===== src/hw/rv_config.svh =====
`ifndef RV_CONFIG_SVH
`define RV_CONFIG_SVH

// data and address width
`define XLEN 32

// architectural integer registers
`define NUM_REGS 32

// first fetch address
`define RESET_PC 32'h0000_0000

`endif


===== src/hw/rv_pkg.sv =====
package rv_pkg;

  // major opcodes, bits 6:0 of the instruction
  typedef enum logic [6:0] {
    OPC_LOAD   = 7'b00_000_11,
    OPC_STORE  = 7'b01_000_11,
    OPC_BRANCH = 7'b11_000_11,
    OPC_JALR   = 7'b11_001_11,
    OPC_JAL    = 7'b11_011_11,
    OPC_OP_IMM = 7'b00_100_11,
    OPC_OP     = 7'b01_100_11,
    OPC_AUIPC  = 7'b00_101_11,
    OPC_LUI    = 7'b01_101_11,
    OPC_SYSTEM = 7'b11_100_11
  } opcode_e;

  typedef enum logic [3:0] {
    ALU_ADD, ALU_SUB, ALU_SLL, ALU_SLT, ALU_SLTU,
    ALU_XOR, ALU_SRL, ALU_SRA, ALU_OR, ALU_AND
  } alu_op_e;

  // what the execute unit does with the decoded word
  typedef enum logic [3:0] {
    KIND_ALU, KIND_LUI, KIND_AUIPC, KIND_JAL, KIND_JALR,
    KIND_BRANCH, KIND_LOAD, KIND_STORE, KIND_HALT, KIND_NOP
  } insn_kind_e;

  typedef struct packed {
    logic [6:0] funct7;
    logic [4:0] rs2;
    logic [4:0] rs1;
    logic [2:0] funct3;
    logic [4:0] rd;
    logic [6:0] opcode;
  } r_fmt_t;

  typedef struct packed {
    logic [11:0] imm;
    logic [4:0]  rs1;
    logic [2:0]  funct3;
    logic [4:0]  rd;
    logic [6:0]  opcode;
  } i_fmt_t;

  typedef struct packed {
    logic [6:0] imm_hi;
    logic [4:0] rs2;
    logic [4:0] rs1;
    logic [2:0] funct3;
    logic [4:0] imm_lo;
    logic [6:0] opcode;
  } s_fmt_t;

  // branch offset bits are scattered over the S-format slots
  typedef struct packed {
    logic       imm_12;
    logic [5:0] imm_10_5;
    logic [4:0] rs2;
    logic [4:0] rs1;
    logic [2:0] funct3;
    logic [3:0] imm_4_1;
    logic       imm_11;
    logic [6:0] opcode;
  } b_fmt_t;

  typedef struct packed {
    logic [19:0] imm;
    logic [4:0]  rd;
    logic [6:0]  opcode;
  } u_fmt_t;

  typedef struct packed {
    logic       imm_20;
    logic [9:0] imm_10_1;
    logic       imm_11;
    logic [7:0] imm_19_12;
    logic [4:0] rd;
    logic [6:0] opcode;
  } j_fmt_t;

  // one instruction word, six ways to read it
  typedef union packed {
    r_fmt_t r_fmt;
    i_fmt_t i_fmt;
    s_fmt_t s_fmt;
    b_fmt_t b_fmt;
    u_fmt_t u_fmt;
    j_fmt_t j_fmt;
  } insn_u;

endpackage


===== src/hw/decode_if.sv =====
`timescale 1ns/100ps
`include "rv_config.svh"

// decoded control, decoder to execute unit
interface decode_if;
  rv_pkg::insn_kind_e kind;
  rv_pkg::alu_op_e    alu_op;
  // second alu operand is the immediate
  logic               use_imm;
  // already sign extended for its format
  logic [`XLEN-1:0]   imm;
  // branch condition select
  logic [2:0]         funct3;
  logic [4:0]         rd;
  // never set for rd == x0
  logic               reg_we;

  modport producer (
    output kind, alu_op, use_imm, imm, funct3, rd, reg_we
  );

  modport consumer (
    input kind, alu_op, use_imm, imm, funct3, rd, reg_we
  );

endinterface


===== src/hw/insn_decoder.sv =====
`timescale 1ns/100ps
`include "rv_config.svh"

module insn_decoder (
  input  rv_pkg::insn_u      insn,
  output logic [4:0]         rs1,
  output logic [4:0]         rs2,
  decode_if.producer         dec
);

  logic [`XLEN-1:0] imm_i, imm_s, imm_b, imm_u, imm_j;
  logic [2:0] f3;
  logic f7_zero, f7_alt;

  // funct3 and bit 30 pick the alu operation
  function automatic rv_pkg::alu_op_e alu_sel(input logic [2:0] fn, input logic alt);
    rv_pkg::alu_op_e op;
    case (fn)
      3'b000:  op = alt ? rv_pkg::ALU_SUB : rv_pkg::ALU_ADD;
      3'b001:  op = rv_pkg::ALU_SLL;
      3'b010:  op = rv_pkg::ALU_SLT;
      3'b011:  op = rv_pkg::ALU_SLTU;
      3'b100:  op = rv_pkg::ALU_XOR;
      3'b101:  op = alt ? rv_pkg::ALU_SRA : rv_pkg::ALU_SRL;
      3'b110:  op = rv_pkg::ALU_OR;
      default: op = rv_pkg::ALU_AND;
    endcase
    return op;
  endfunction

  assign rs1 = insn.r_fmt.rs1;
  assign rs2 = insn.r_fmt.rs2;
  assign f3  = insn.r_fmt.funct3;
  assign f7_zero = insn.r_fmt.funct7 == 7'b000_0000;
  assign f7_alt  = insn.r_fmt.funct7 == 7'b010_0000;

  // immediates of each format
  assign imm_i = {{20{insn.i_fmt.imm[11]}}, insn.i_fmt.imm};
  assign imm_s = {{20{insn.s_fmt.imm_hi[6]}}, insn.s_fmt.imm_hi, insn.s_fmt.imm_lo};
  assign imm_b = {{19{insn.b_fmt.imm_12}}, insn.b_fmt.imm_12, insn.b_fmt.imm_11,
                  insn.b_fmt.imm_10_5, insn.b_fmt.imm_4_1, 1'b0};
  assign imm_u = {insn.u_fmt.imm, 12'h000};
  assign imm_j = {{11{insn.j_fmt.imm_20}}, insn.j_fmt.imm_20, insn.j_fmt.imm_19_12,
                  insn.j_fmt.imm_11, insn.j_fmt.imm_10_1, 1'b0};

  always_comb begin
    dec.kind    = rv_pkg::KIND_NOP;
    dec.alu_op  = rv_pkg::ALU_ADD;
    dec.use_imm = 1'b0;
    dec.imm     = '0;
    dec.funct3  = f3;
    dec.rd      = insn.r_fmt.rd;
    dec.reg_we  = 1'b0;
    case (rv_pkg::opcode_e'(insn.r_fmt.opcode))
      rv_pkg::OPC_LUI: begin
        dec.kind   = rv_pkg::KIND_LUI;
        dec.imm    = imm_u;
        dec.reg_we = 1'b1;
      end
      rv_pkg::OPC_AUIPC: begin
        dec.kind   = rv_pkg::KIND_AUIPC;
        dec.imm    = imm_u;
        dec.reg_we = 1'b1;
      end
      rv_pkg::OPC_JAL: begin
        dec.kind   = rv_pkg::KIND_JAL;
        dec.imm    = imm_j;
        dec.reg_we = 1'b1;
      end
      rv_pkg::OPC_JALR: begin
        if (f3 == 3'b000) begin
          dec.kind   = rv_pkg::KIND_JALR;
          dec.imm    = imm_i;
          dec.reg_we = 1'b1;
        end
      end
      rv_pkg::OPC_BRANCH: begin
        // 010 and 011 are not branch conditions
        if (f3[2:1] != 2'b01) begin
          dec.kind = rv_pkg::KIND_BRANCH;
          dec.imm  = imm_b;
        end
      end
      rv_pkg::OPC_LOAD: begin
        if (f3 == 3'b010) begin
          dec.kind   = rv_pkg::KIND_LOAD;
          dec.imm    = imm_i;
          dec.reg_we = 1'b1;
        end
      end
      rv_pkg::OPC_STORE: begin
        if (f3 == 3'b010) begin
          dec.kind = rv_pkg::KIND_STORE;
          dec.imm  = imm_s;
        end
      end
      rv_pkg::OPC_OP_IMM: begin
        // shift immediates reuse the funct7 slot
        if ((f3 == 3'b001 && f7_zero) || (f3 == 3'b101 && (f7_zero || f7_alt)) ||
            (f3 != 3'b001 && f3 != 3'b101)) begin
          dec.kind    = rv_pkg::KIND_ALU;
          dec.alu_op  = alu_sel(f3, f3 == 3'b101 && insn.r_fmt.funct7[5]);
          dec.use_imm = 1'b1;
          dec.imm     = imm_i;
          dec.reg_we  = 1'b1;
        end
      end
      rv_pkg::OPC_OP: begin
        if (f7_zero || (f7_alt && (f3 == 3'b000 || f3 == 3'b101))) begin
          dec.kind   = rv_pkg::KIND_ALU;
          dec.alu_op = alu_sel(f3, insn.r_fmt.funct7[5]);
          dec.reg_we = 1'b1;
        end
      end
      rv_pkg::OPC_SYSTEM: begin
        // only ecall, every other field zero
        if ({insn.i_fmt.imm, insn.i_fmt.rs1, f3, insn.i_fmt.rd} == 25'd0) begin
          dec.kind = rv_pkg::KIND_HALT;
        end
      end
      default: begin
      end
    endcase
    // x0 writes are dropped here
    if (insn.r_fmt.rd == 5'd0) begin
      dec.reg_we = 1'b0;
    end
  end

  always_comb begin
    if (dec.kind inside {rv_pkg::KIND_BRANCH, rv_pkg::KIND_STORE,
                         rv_pkg::KIND_HALT, rv_pkg::KIND_NOP}) begin
      a_no_we_without_rd: assert (!dec.reg_we);
    end
  end

endmodule


===== src/hw/reg_file.sv =====
`timescale 1ns/100ps
`include "rv_config.svh"

module reg_file (
  input  logic             clk,
  input  logic             rst,
  input  logic [4:0]       rs1,
  input  logic [4:0]       rs2,
  output logic [`XLEN-1:0] rs1_data,
  output logic [`XLEN-1:0] rs2_data,
  input  logic             wr_en,
  input  logic [4:0]       wr_addr,
  input  logic [`XLEN-1:0] wr_data
);

  logic [`XLEN-1:0] regs [`NUM_REGS];

  always_ff @(posedge clk) begin
    if (rst) begin
      for (int i = 0; i < `NUM_REGS; i++) begin
        regs[i] <= '0;
      end
    end else if (wr_en && wr_addr != 5'd0) begin
      regs[wr_addr] <= wr_data;
    end
  end

  // x0 reads zero even before the first reset
  assign rs1_data = (rs1 == 5'd0) ? '0 : regs[rs1];
  assign rs2_data = (rs2 == 5'd0) ? '0 : regs[rs2];

  a_x0_stays_zero: assert property (
    @(posedge clk) disable iff (rst)
    (wr_en && wr_addr == 5'd0) |=> (regs[0] == '0)
  );

endmodule


===== src/hw/exec_unit.sv =====
`timescale 1ns/100ps
`include "rv_config.svh"

module exec_unit (
  input  logic [`XLEN-1:0] pc,
  input  logic [`XLEN-1:0] rs1_data,
  input  logic [`XLEN-1:0] rs2_data,
  decode_if.consumer       dec,
  input  logic [`XLEN-1:0] load_data,
  output logic             wr_en,
  output logic [4:0]       wr_addr,
  output logic [`XLEN-1:0] wr_data,
  output logic [`XLEN-1:0] mem_addr,
  output logic [`XLEN-1:0] store_data,
  output logic             store_en,
  output logic [`XLEN-1:0] next_pc,
  output logic             halt_req
);

  logic [`XLEN-1:0] op_b, alu_res;
  logic [`XLEN-1:0] pc_plus4, pc_imm, rs1_imm;
  logic [4:0] shamt;
  logic br_taken;

  assign op_b  = dec.use_imm ? dec.imm : rs2_data;
  // shifts only look at the low five bits
  assign shamt = op_b[4:0];

  assign pc_plus4 = pc + `XLEN'd4;
  assign pc_imm   = pc + dec.imm;
  assign rs1_imm  = rs1_data + dec.imm;

  always_comb begin
    case (dec.alu_op)
      rv_pkg::ALU_ADD:  alu_res = rs1_data + op_b;
      rv_pkg::ALU_SUB:  alu_res = rs1_data - op_b;
      rv_pkg::ALU_SLL:  alu_res = rs1_data << shamt;
      rv_pkg::ALU_SLT:  alu_res = {{(`XLEN-1){1'b0}}, $signed(rs1_data) < $signed(op_b)};
      rv_pkg::ALU_SLTU: alu_res = {{(`XLEN-1){1'b0}}, rs1_data < op_b};
      rv_pkg::ALU_XOR:  alu_res = rs1_data ^ op_b;
      rv_pkg::ALU_SRL:  alu_res = rs1_data >> shamt;
      rv_pkg::ALU_SRA:  alu_res = $signed(rs1_data) >>> shamt;
      rv_pkg::ALU_OR:   alu_res = rs1_data | op_b;
      default:          alu_res = rs1_data & op_b;
    endcase
  end

  always_comb begin
    case (dec.funct3)
      3'b000:  br_taken = rs1_data == rs2_data;
      3'b001:  br_taken = rs1_data != rs2_data;
      3'b100:  br_taken = $signed(rs1_data) < $signed(rs2_data);
      3'b101:  br_taken = $signed(rs1_data) >= $signed(rs2_data);
      3'b110:  br_taken = rs1_data < rs2_data;
      3'b111:  br_taken = rs1_data >= rs2_data;
      default: br_taken = 1'b0;
    endcase
  end

  // writeback source
  always_comb begin
    case (dec.kind)
      rv_pkg::KIND_LUI:   wr_data = dec.imm;
      rv_pkg::KIND_AUIPC: wr_data = pc_imm;
      rv_pkg::KIND_JAL,
      rv_pkg::KIND_JALR:  wr_data = pc_plus4;
      rv_pkg::KIND_LOAD:  wr_data = load_data;
      default:            wr_data = alu_res;
    endcase
  end

  always_comb begin
    case (dec.kind)
      rv_pkg::KIND_JAL:    next_pc = pc_imm;
      rv_pkg::KIND_BRANCH: next_pc = br_taken ? pc_imm : pc_plus4;
      rv_pkg::KIND_JALR:   next_pc = {rs1_imm[`XLEN-1:1], 1'b0};
      // ecall parks the pc on itself
      rv_pkg::KIND_HALT:   next_pc = pc;
      default:             next_pc = pc_plus4;
    endcase
  end

  assign wr_en   = dec.reg_we;
  assign wr_addr = dec.rd;

  // word accesses only
  assign mem_addr   = {rs1_imm[`XLEN-1:2], 2'b00};
  assign store_data = rs2_data;
  assign store_en   = dec.kind == rv_pkg::KIND_STORE;
  assign halt_req   = dec.kind == rv_pkg::KIND_HALT;

  always_comb begin
    if (dec.kind == rv_pkg::KIND_JAL || (dec.kind == rv_pkg::KIND_BRANCH && br_taken)) begin
      a_pc_rel_target_aligned: assert (next_pc[1] == 1'b0);
    end
  end

endmodule


===== src/hw/rv_core.sv =====
`timescale 1ns/100ps
`include "rv_config.svh"

module rv_core (
  input  logic             clk,
  input  logic             rst,
  output logic [`XLEN-1:0] imem_addr,
  input  logic [`XLEN-1:0] imem_data,
  output logic [`XLEN-1:0] dmem_addr,
  input  logic [`XLEN-1:0] dmem_load_data,
  output logic [`XLEN-1:0] dmem_store_data,
  output logic             dmem_store_en,
  output logic             halt,
  output logic             wb_we,
  output logic [4:0]       wb_rd,
  output logic [`XLEN-1:0] wb_data,
  output logic [`XLEN-1:0] wb_pc
);

  // low in fetch, high in execute
  logic in_exec;
  logic retire;
  logic [`XLEN-1:0] pc, next_pc;
  rv_pkg::insn_u ir;
  logic [4:0] rs1, rs2;
  logic [`XLEN-1:0] rs1_data, rs2_data;
  logic eu_wr_en, eu_store_en, halt_req;
  logic [4:0] eu_wr_addr;
  logic [`XLEN-1:0] eu_wr_data;

  decode_if dec_bus ();

  always_ff @(posedge clk) begin
    if (rst) begin
      in_exec <= 1'b0;
      pc      <= `RESET_PC;
      ir      <= '0;
      halt    <= 1'b0;
    end else if (!halt) begin
      in_exec <= !in_exec;
      if (!in_exec) begin
        ir <= imem_data;
      end else begin
        pc   <= next_pc;
        halt <= halt_req;
      end
    end
  end

  // side effects only in a live execute cycle
  assign retire = in_exec && !halt;

  insn_decoder insn_decoder_inst (
    .insn (ir),
    .rs1  (rs1),
    .rs2  (rs2),
    .dec  (dec_bus.producer)
  );

  reg_file reg_file_inst (
    .clk      (clk),
    .rst      (rst),
    .rs1      (rs1),
    .rs2      (rs2),
    .rs1_data (rs1_data),
    .rs2_data (rs2_data),
    .wr_en    (wb_we),
    .wr_addr  (eu_wr_addr),
    .wr_data  (eu_wr_data)
  );

  exec_unit exec_unit_inst (
    .pc         (pc),
    .rs1_data   (rs1_data),
    .rs2_data   (rs2_data),
    .dec        (dec_bus.consumer),
    .load_data  (dmem_load_data),
    .wr_en      (eu_wr_en),
    .wr_addr    (eu_wr_addr),
    .wr_data    (eu_wr_data),
    .mem_addr   (dmem_addr),
    .store_data (dmem_store_data),
    .store_en   (eu_store_en),
    .next_pc    (next_pc),
    .halt_req   (halt_req)
  );

  assign imem_addr     = pc;
  assign dmem_store_en = eu_store_en && retire;

  // writeback trace
  assign wb_we   = eu_wr_en && retire;
  assign wb_rd   = eu_wr_addr;
  assign wb_data = eu_wr_data;
  assign wb_pc   = pc;

  a_no_store_in_fetch: assert property (
    @(posedge clk) disable iff (rst) !in_exec |-> !dmem_store_en
  );

endmodule


===== config.mk =====
export PLATFORM = sky130hd
export DESIGN_NAME = rv_core
export DESIGN_NICKNAME = d
export VERILOG_FILES = /design/src/hw/rv_pkg.sv /design/src/hw/decode_if.sv /design/src/hw/insn_decoder.sv /design/src/hw/reg_file.sv /design/src/hw/exec_unit.sv /design/src/hw/rv_core.sv
export VERILOG_INCLUDE_DIRS = /design/src /design/src/hw
export SDC_FILE = /design/constraint.sdc
export NUM_CORES = 2
export LEC_CHECK = 0
export BUFFER_PORTS_ARGS = -buffer_cell sky130_fd_sc_hd__buf_4
export CAP_MARGIN = 20
export CORE_MARGIN = 2
export CORE_UTILIZATION = 45
export CTS_BUF_LIST = sky130_fd_sc_hd__clkbuf_4 sky130_fd_sc_hd__clkbuf_8 sky130_fd_sc_hd__clkbuf_16
export CTS_CLUSTER_DIAMETER = 120
export DETAILED_ROUTE_END_ITERATION = 6
export SETUP_SLACK_MARGIN = 0.5
export SLEW_MARGIN = 20
export SYNTH_ARGS = -nofsm -noshare
export SYNTH_HDL_FRONTEND = slang
export SYNTH_SLANG_ARGS = --single-unit

===== constraint.sdc =====
create_clock -name clk -period 10.4 [get_ports clk]
set_input_delay 0.52 -clock clk [delete_from_list [all_inputs] [get_ports clk]]
set_output_delay 0.52 -clock clk [all_outputs]
set_load 0.05 [all_outputs]

==> run_results.csv <==
group,metric,value,unit
clocking,clockBufferDepth,3,
detailed_routing,antenna_left,0,
floorplan,die_area,0.163,mm^2
clocking,cts_resized,0,
critical_path,slowest_stage,"dfxtp_1",
yosys,synth_area_leaders,"edfxtp_1 (43%), mux4_2 (16%), nor2_1 (6.5%), mux2i_1 (3.5%), ha_1 (3.3%)",
clocking,cts-root-buf,"clkbuf_16",
floorplan,die_x,404,um
detailed_routing,wl_per_cell,40.2,um
critical_path,crit_chain,"nand2b_1 > a31oi_1 > nor2_2 > nor3_1 > nand2_1 > a222oi_1 > inv_1 > nand2_1 > o21ai_0 > ha_1 > inv_1 > a21oi_1 > nor2b_1 > or4b_2 > a21oi_1 > o31ai_1 > o31a_1 > a221o_1 > o21ai_0 > nand4_1 > a21oi_4 > buf_4 > inv_2 > buf_4",
floorplan,io_pins,234,
final_layout,final_cell_mix,"nor2_1 (1252), edfxtp_1 (1024), mux4_2 (510)",
placement,io_buffer_count,231,
clocking,cts_tree,"done",
yosys,syn_inst,6504,
detailed_routing,drc,19,
yosys,synthFlopType,"edfxtp_1",
yosys,synth_edf_count,1024,
critical_path,ff2ff_path_depth,22,
final_layout,drive_gt1_frac,0.214,
yosys,synthArstFlopShare,0,
yosys,yosys_warnings,0,
clocking,numCtsBuffers,119,
yosys,ys_ff_latch,1100,
yosys,synth_cell_types,110,
final_layout,fin_cells,8731,
worst_hold_path,hold_class,"input port to flop",
clocking,ctsHoldBuffers,7,
clocking,post-cts-setup-buffers,0,
pwr,p_leak,30.2,nW
critical_path,regToRegStartpoint,"ir[12]",
detailed_routing,drt-initial-drc-count,10000,
sta,fin_setup_tns,0,ps
final_layout,finalNetCount,6807,
sta,whs,7.67,ps
global_routing,overflow,0,
critical_path,cp_max_fo,32,
clocking,path_clk_slew,60,ps
sta,rsz0062_at_grt,"false",
critical_path,critPathLaunch,"ir[12]",
critical_path,worst_ep_arrival_time,9010,ps
worst_hold_path,hold_path_startpoint,"imem_data[7]",
placement,placed_cells_incl_taps,8488,
sta,period_minus_slack,9530,ps
detailed_routing,dr.pass1.iters,7,
placement,placed_cell_area,0.0761,mm^2
yosys,yosysTopAreaCellShare,0.426,
outcome,violations,"design-rule violations",
floorplan,core,0.159,mm^2
global_routing,grt_pass1_vias,59500,
worst_hold_path,hold_path_end,"ir[7]",
critical_path,rrSetupSlack,1750,ps
worst_hold_path,min_path_cells,3,
sta,setup_violations,0,
critical_path,worstSetupPathType,"flop to primary output",
critical_path,r2r-end,"reg_file_inst.regs[16][26]",
clocking,cts.sinks,1100,
global_routing,grt_max_degree,77,
sta,skew,71.8,ps
sta,fin_crit_sh,0.917,
outcome,status,"finished, violations left",
yosys,synth_top_cell_by_area,"edfxtp_1",
yosys,syn_area,0.0721,mm^2
global_routing,antenna_found_initial,17,
detailed_routing,vias_per_cell,7.18,
pwr,peakVddDrop,152,uV
job,cap_violations,0,
placement,place_congestion,1.09,
sta,drv_slew,0,
critical_path,cp.required,9880,ps
clocking,clock_latency,810,ps
clocking,htree_levels,3,
sta,fmax,105,MHz
critical_path,start_kind,"flop",
sta,worstMarginPinSlew,1220,ps
sta,final-hold-violation-count,0,
pwr,power_density,188,mW/mm^2
yosys,yosysSeqAreaShare,0.447,
global_routing,grt_usage,0.422,
final_layout,final_area,0.0801,mm^2
critical_path,cp-end-kind,"primary output",
floorplan,core.rowCount,146,
yosys,avgSynthCellArea,11.1,um^2
critical_path,slowest_delay,850,ps
detailed_routing,vias,62700,
floorplan,die_y,404,um
placement,dp.final_hpwl,235,mm
final_layout,final_common_cell,"nor2_1",
final_layout,syn2layout_area_growth,11.1,%
detailed_routing,routed_wl,351,mm
sta,slew_headroom,0.181,
global_routing,grt_pass1_wl,479,mm
floorplan,start_util,0.454,
-- cells by family (layout without fill, tap and decap cells) --
| family | count (synthesis) | after routing | synth area share |
|---|---|---|---|
| muxes | 792 | 792 | 0.199 |
| xor gates and xnor gates | 96 | 96 | 0.0117 |
| buffers and inverters | 811 | 920 | 0.0529 |
| and+or+nand+nor | 2229 | 2229 | 0.133 |
| DFF | 1100 | 1100 | 0.447 |
| other | 1 | 47 | 0.0000520 |
| AOI/OAI and AO/OA | 1280 | 1280 | 0.121 |
| adders and majority gates | 195 | 195 | 0.0342 |
-- worst max path at each step --
| stage | endpoint | slack, ps | cells past startpoint |
|---|---|---|---|
| 2_1_floorplan | wb_data[31] | 2570 | 27 |
| 3_3_place_gp | wb_data[26] | 2100 | 21 |
| 3_5_place_dp | wb_data[26] | 2070 | 21 |
| 4_1_cts | wb_data[26] | 1260 | 21 |
| 5_1_grt | wb_data[27] | 660 | 24 |
| 6_report | wb_data[27] | 870 | 24 |
-- critical path: cells and delay by family (launching register included) --
family,cells,cell delay (ps)
DFF,1,850
and+or+nand+nor,8,2590
adders and majority gates,1,520
AOI/OAI and AO/OA,10,2960
buffers and inverters,5,1240
-- flip-flops by register name (all words and copies together) (netlist names), named ones only --
name / flops
halt: 1
imem_addr: 32
in_exec: 1
ir: 32
reg_file_inst.regs: 1024
-- cells in the mapped netlist (all sizes together) (13+ instances only) --
| cell | instances |
|---|---|
| edfxtp | 1024 |
| a222oi | 21 |
| nor2b | 49 |
| o21bai | 33 |
| nor4 | 25 |
| or2 | 20 |
| nand4 | 41 |
| o221ai | 17 |
| xnor2 | 62 |
| o31ai | 23 |
| a221oi | 37 |
| a21oi | 307 |
| a221o | 23 |
| mux4 | 510 |
| clkbuf | 337 |
| nor3b | 14 |
| inv | 193 |
| nand3 | 112 |
| buf | 280 |
| o22ai | 46 |
| a2111oi | 15 |
| o211ai | 52 |
| o21ai | 219 |
| o31a | 13 |
| a21o | 84 |
| nand2b | 54 |
| a211oi | 57 |
| mux2 | 29 |
| and2 | 41 |
| o2111ai | 16 |
| nand3b | 14 |
| ha | 191 |
| or3 | 18 |
| nand2 | 431 |
| a22oi | 105 |
| dfxtp | 76 |
| xor2 | 34 |
| o21a | 37 |
| nor2 | 1259 |
| a31oi | 38 |
| nor3 | 78 |
| and3 | 34 |
| mux2i | 253 |
| a22o | 20 |
-- layer usage --
layer / track usage / part of all wire / vias up
met3: 0.133 / 0.14 / 1437
met1: 0.507 / 0.33 / 31200
li1: - / - / 24600
met2: 0.633 / 0.44 / 5510
met5: 0.00268 / 0.00046 / -
met4: 0.323 / 0.094 / 16
-- per-stage QoR --
stage	setup slack, ps	power (mW)	utilization
floorplan	2570	8.55	-
global placement	2100	10.6	0.480
detailed placement	2070	10.6	0.480
CTS	1260	14.8	0.504
global route	665	15.4	0.505
finish	868	15.1	0.505
-- power breakdown --
part	internal [mW]	switching [mW]
Clock	2.38	1.90
Sequential	4.99	0.152
Combinational	1.56	4.10
Total	8.92	6.16
-- cell type report --
type / count / area [um^2]
inverter: 194 / 729
antenna: 13 / 32.5
fill: 14000 / 78600
multi-input combinational: 4626 / 36700
tap: 2072 / 2590
clock buffer: 144 / 3180
clock inverter: 77 / 688
timing repair buffer: 505 / 3940
sequential: 1100 / 32300
No activity file was read; power rests on OpenSTA's default activity.
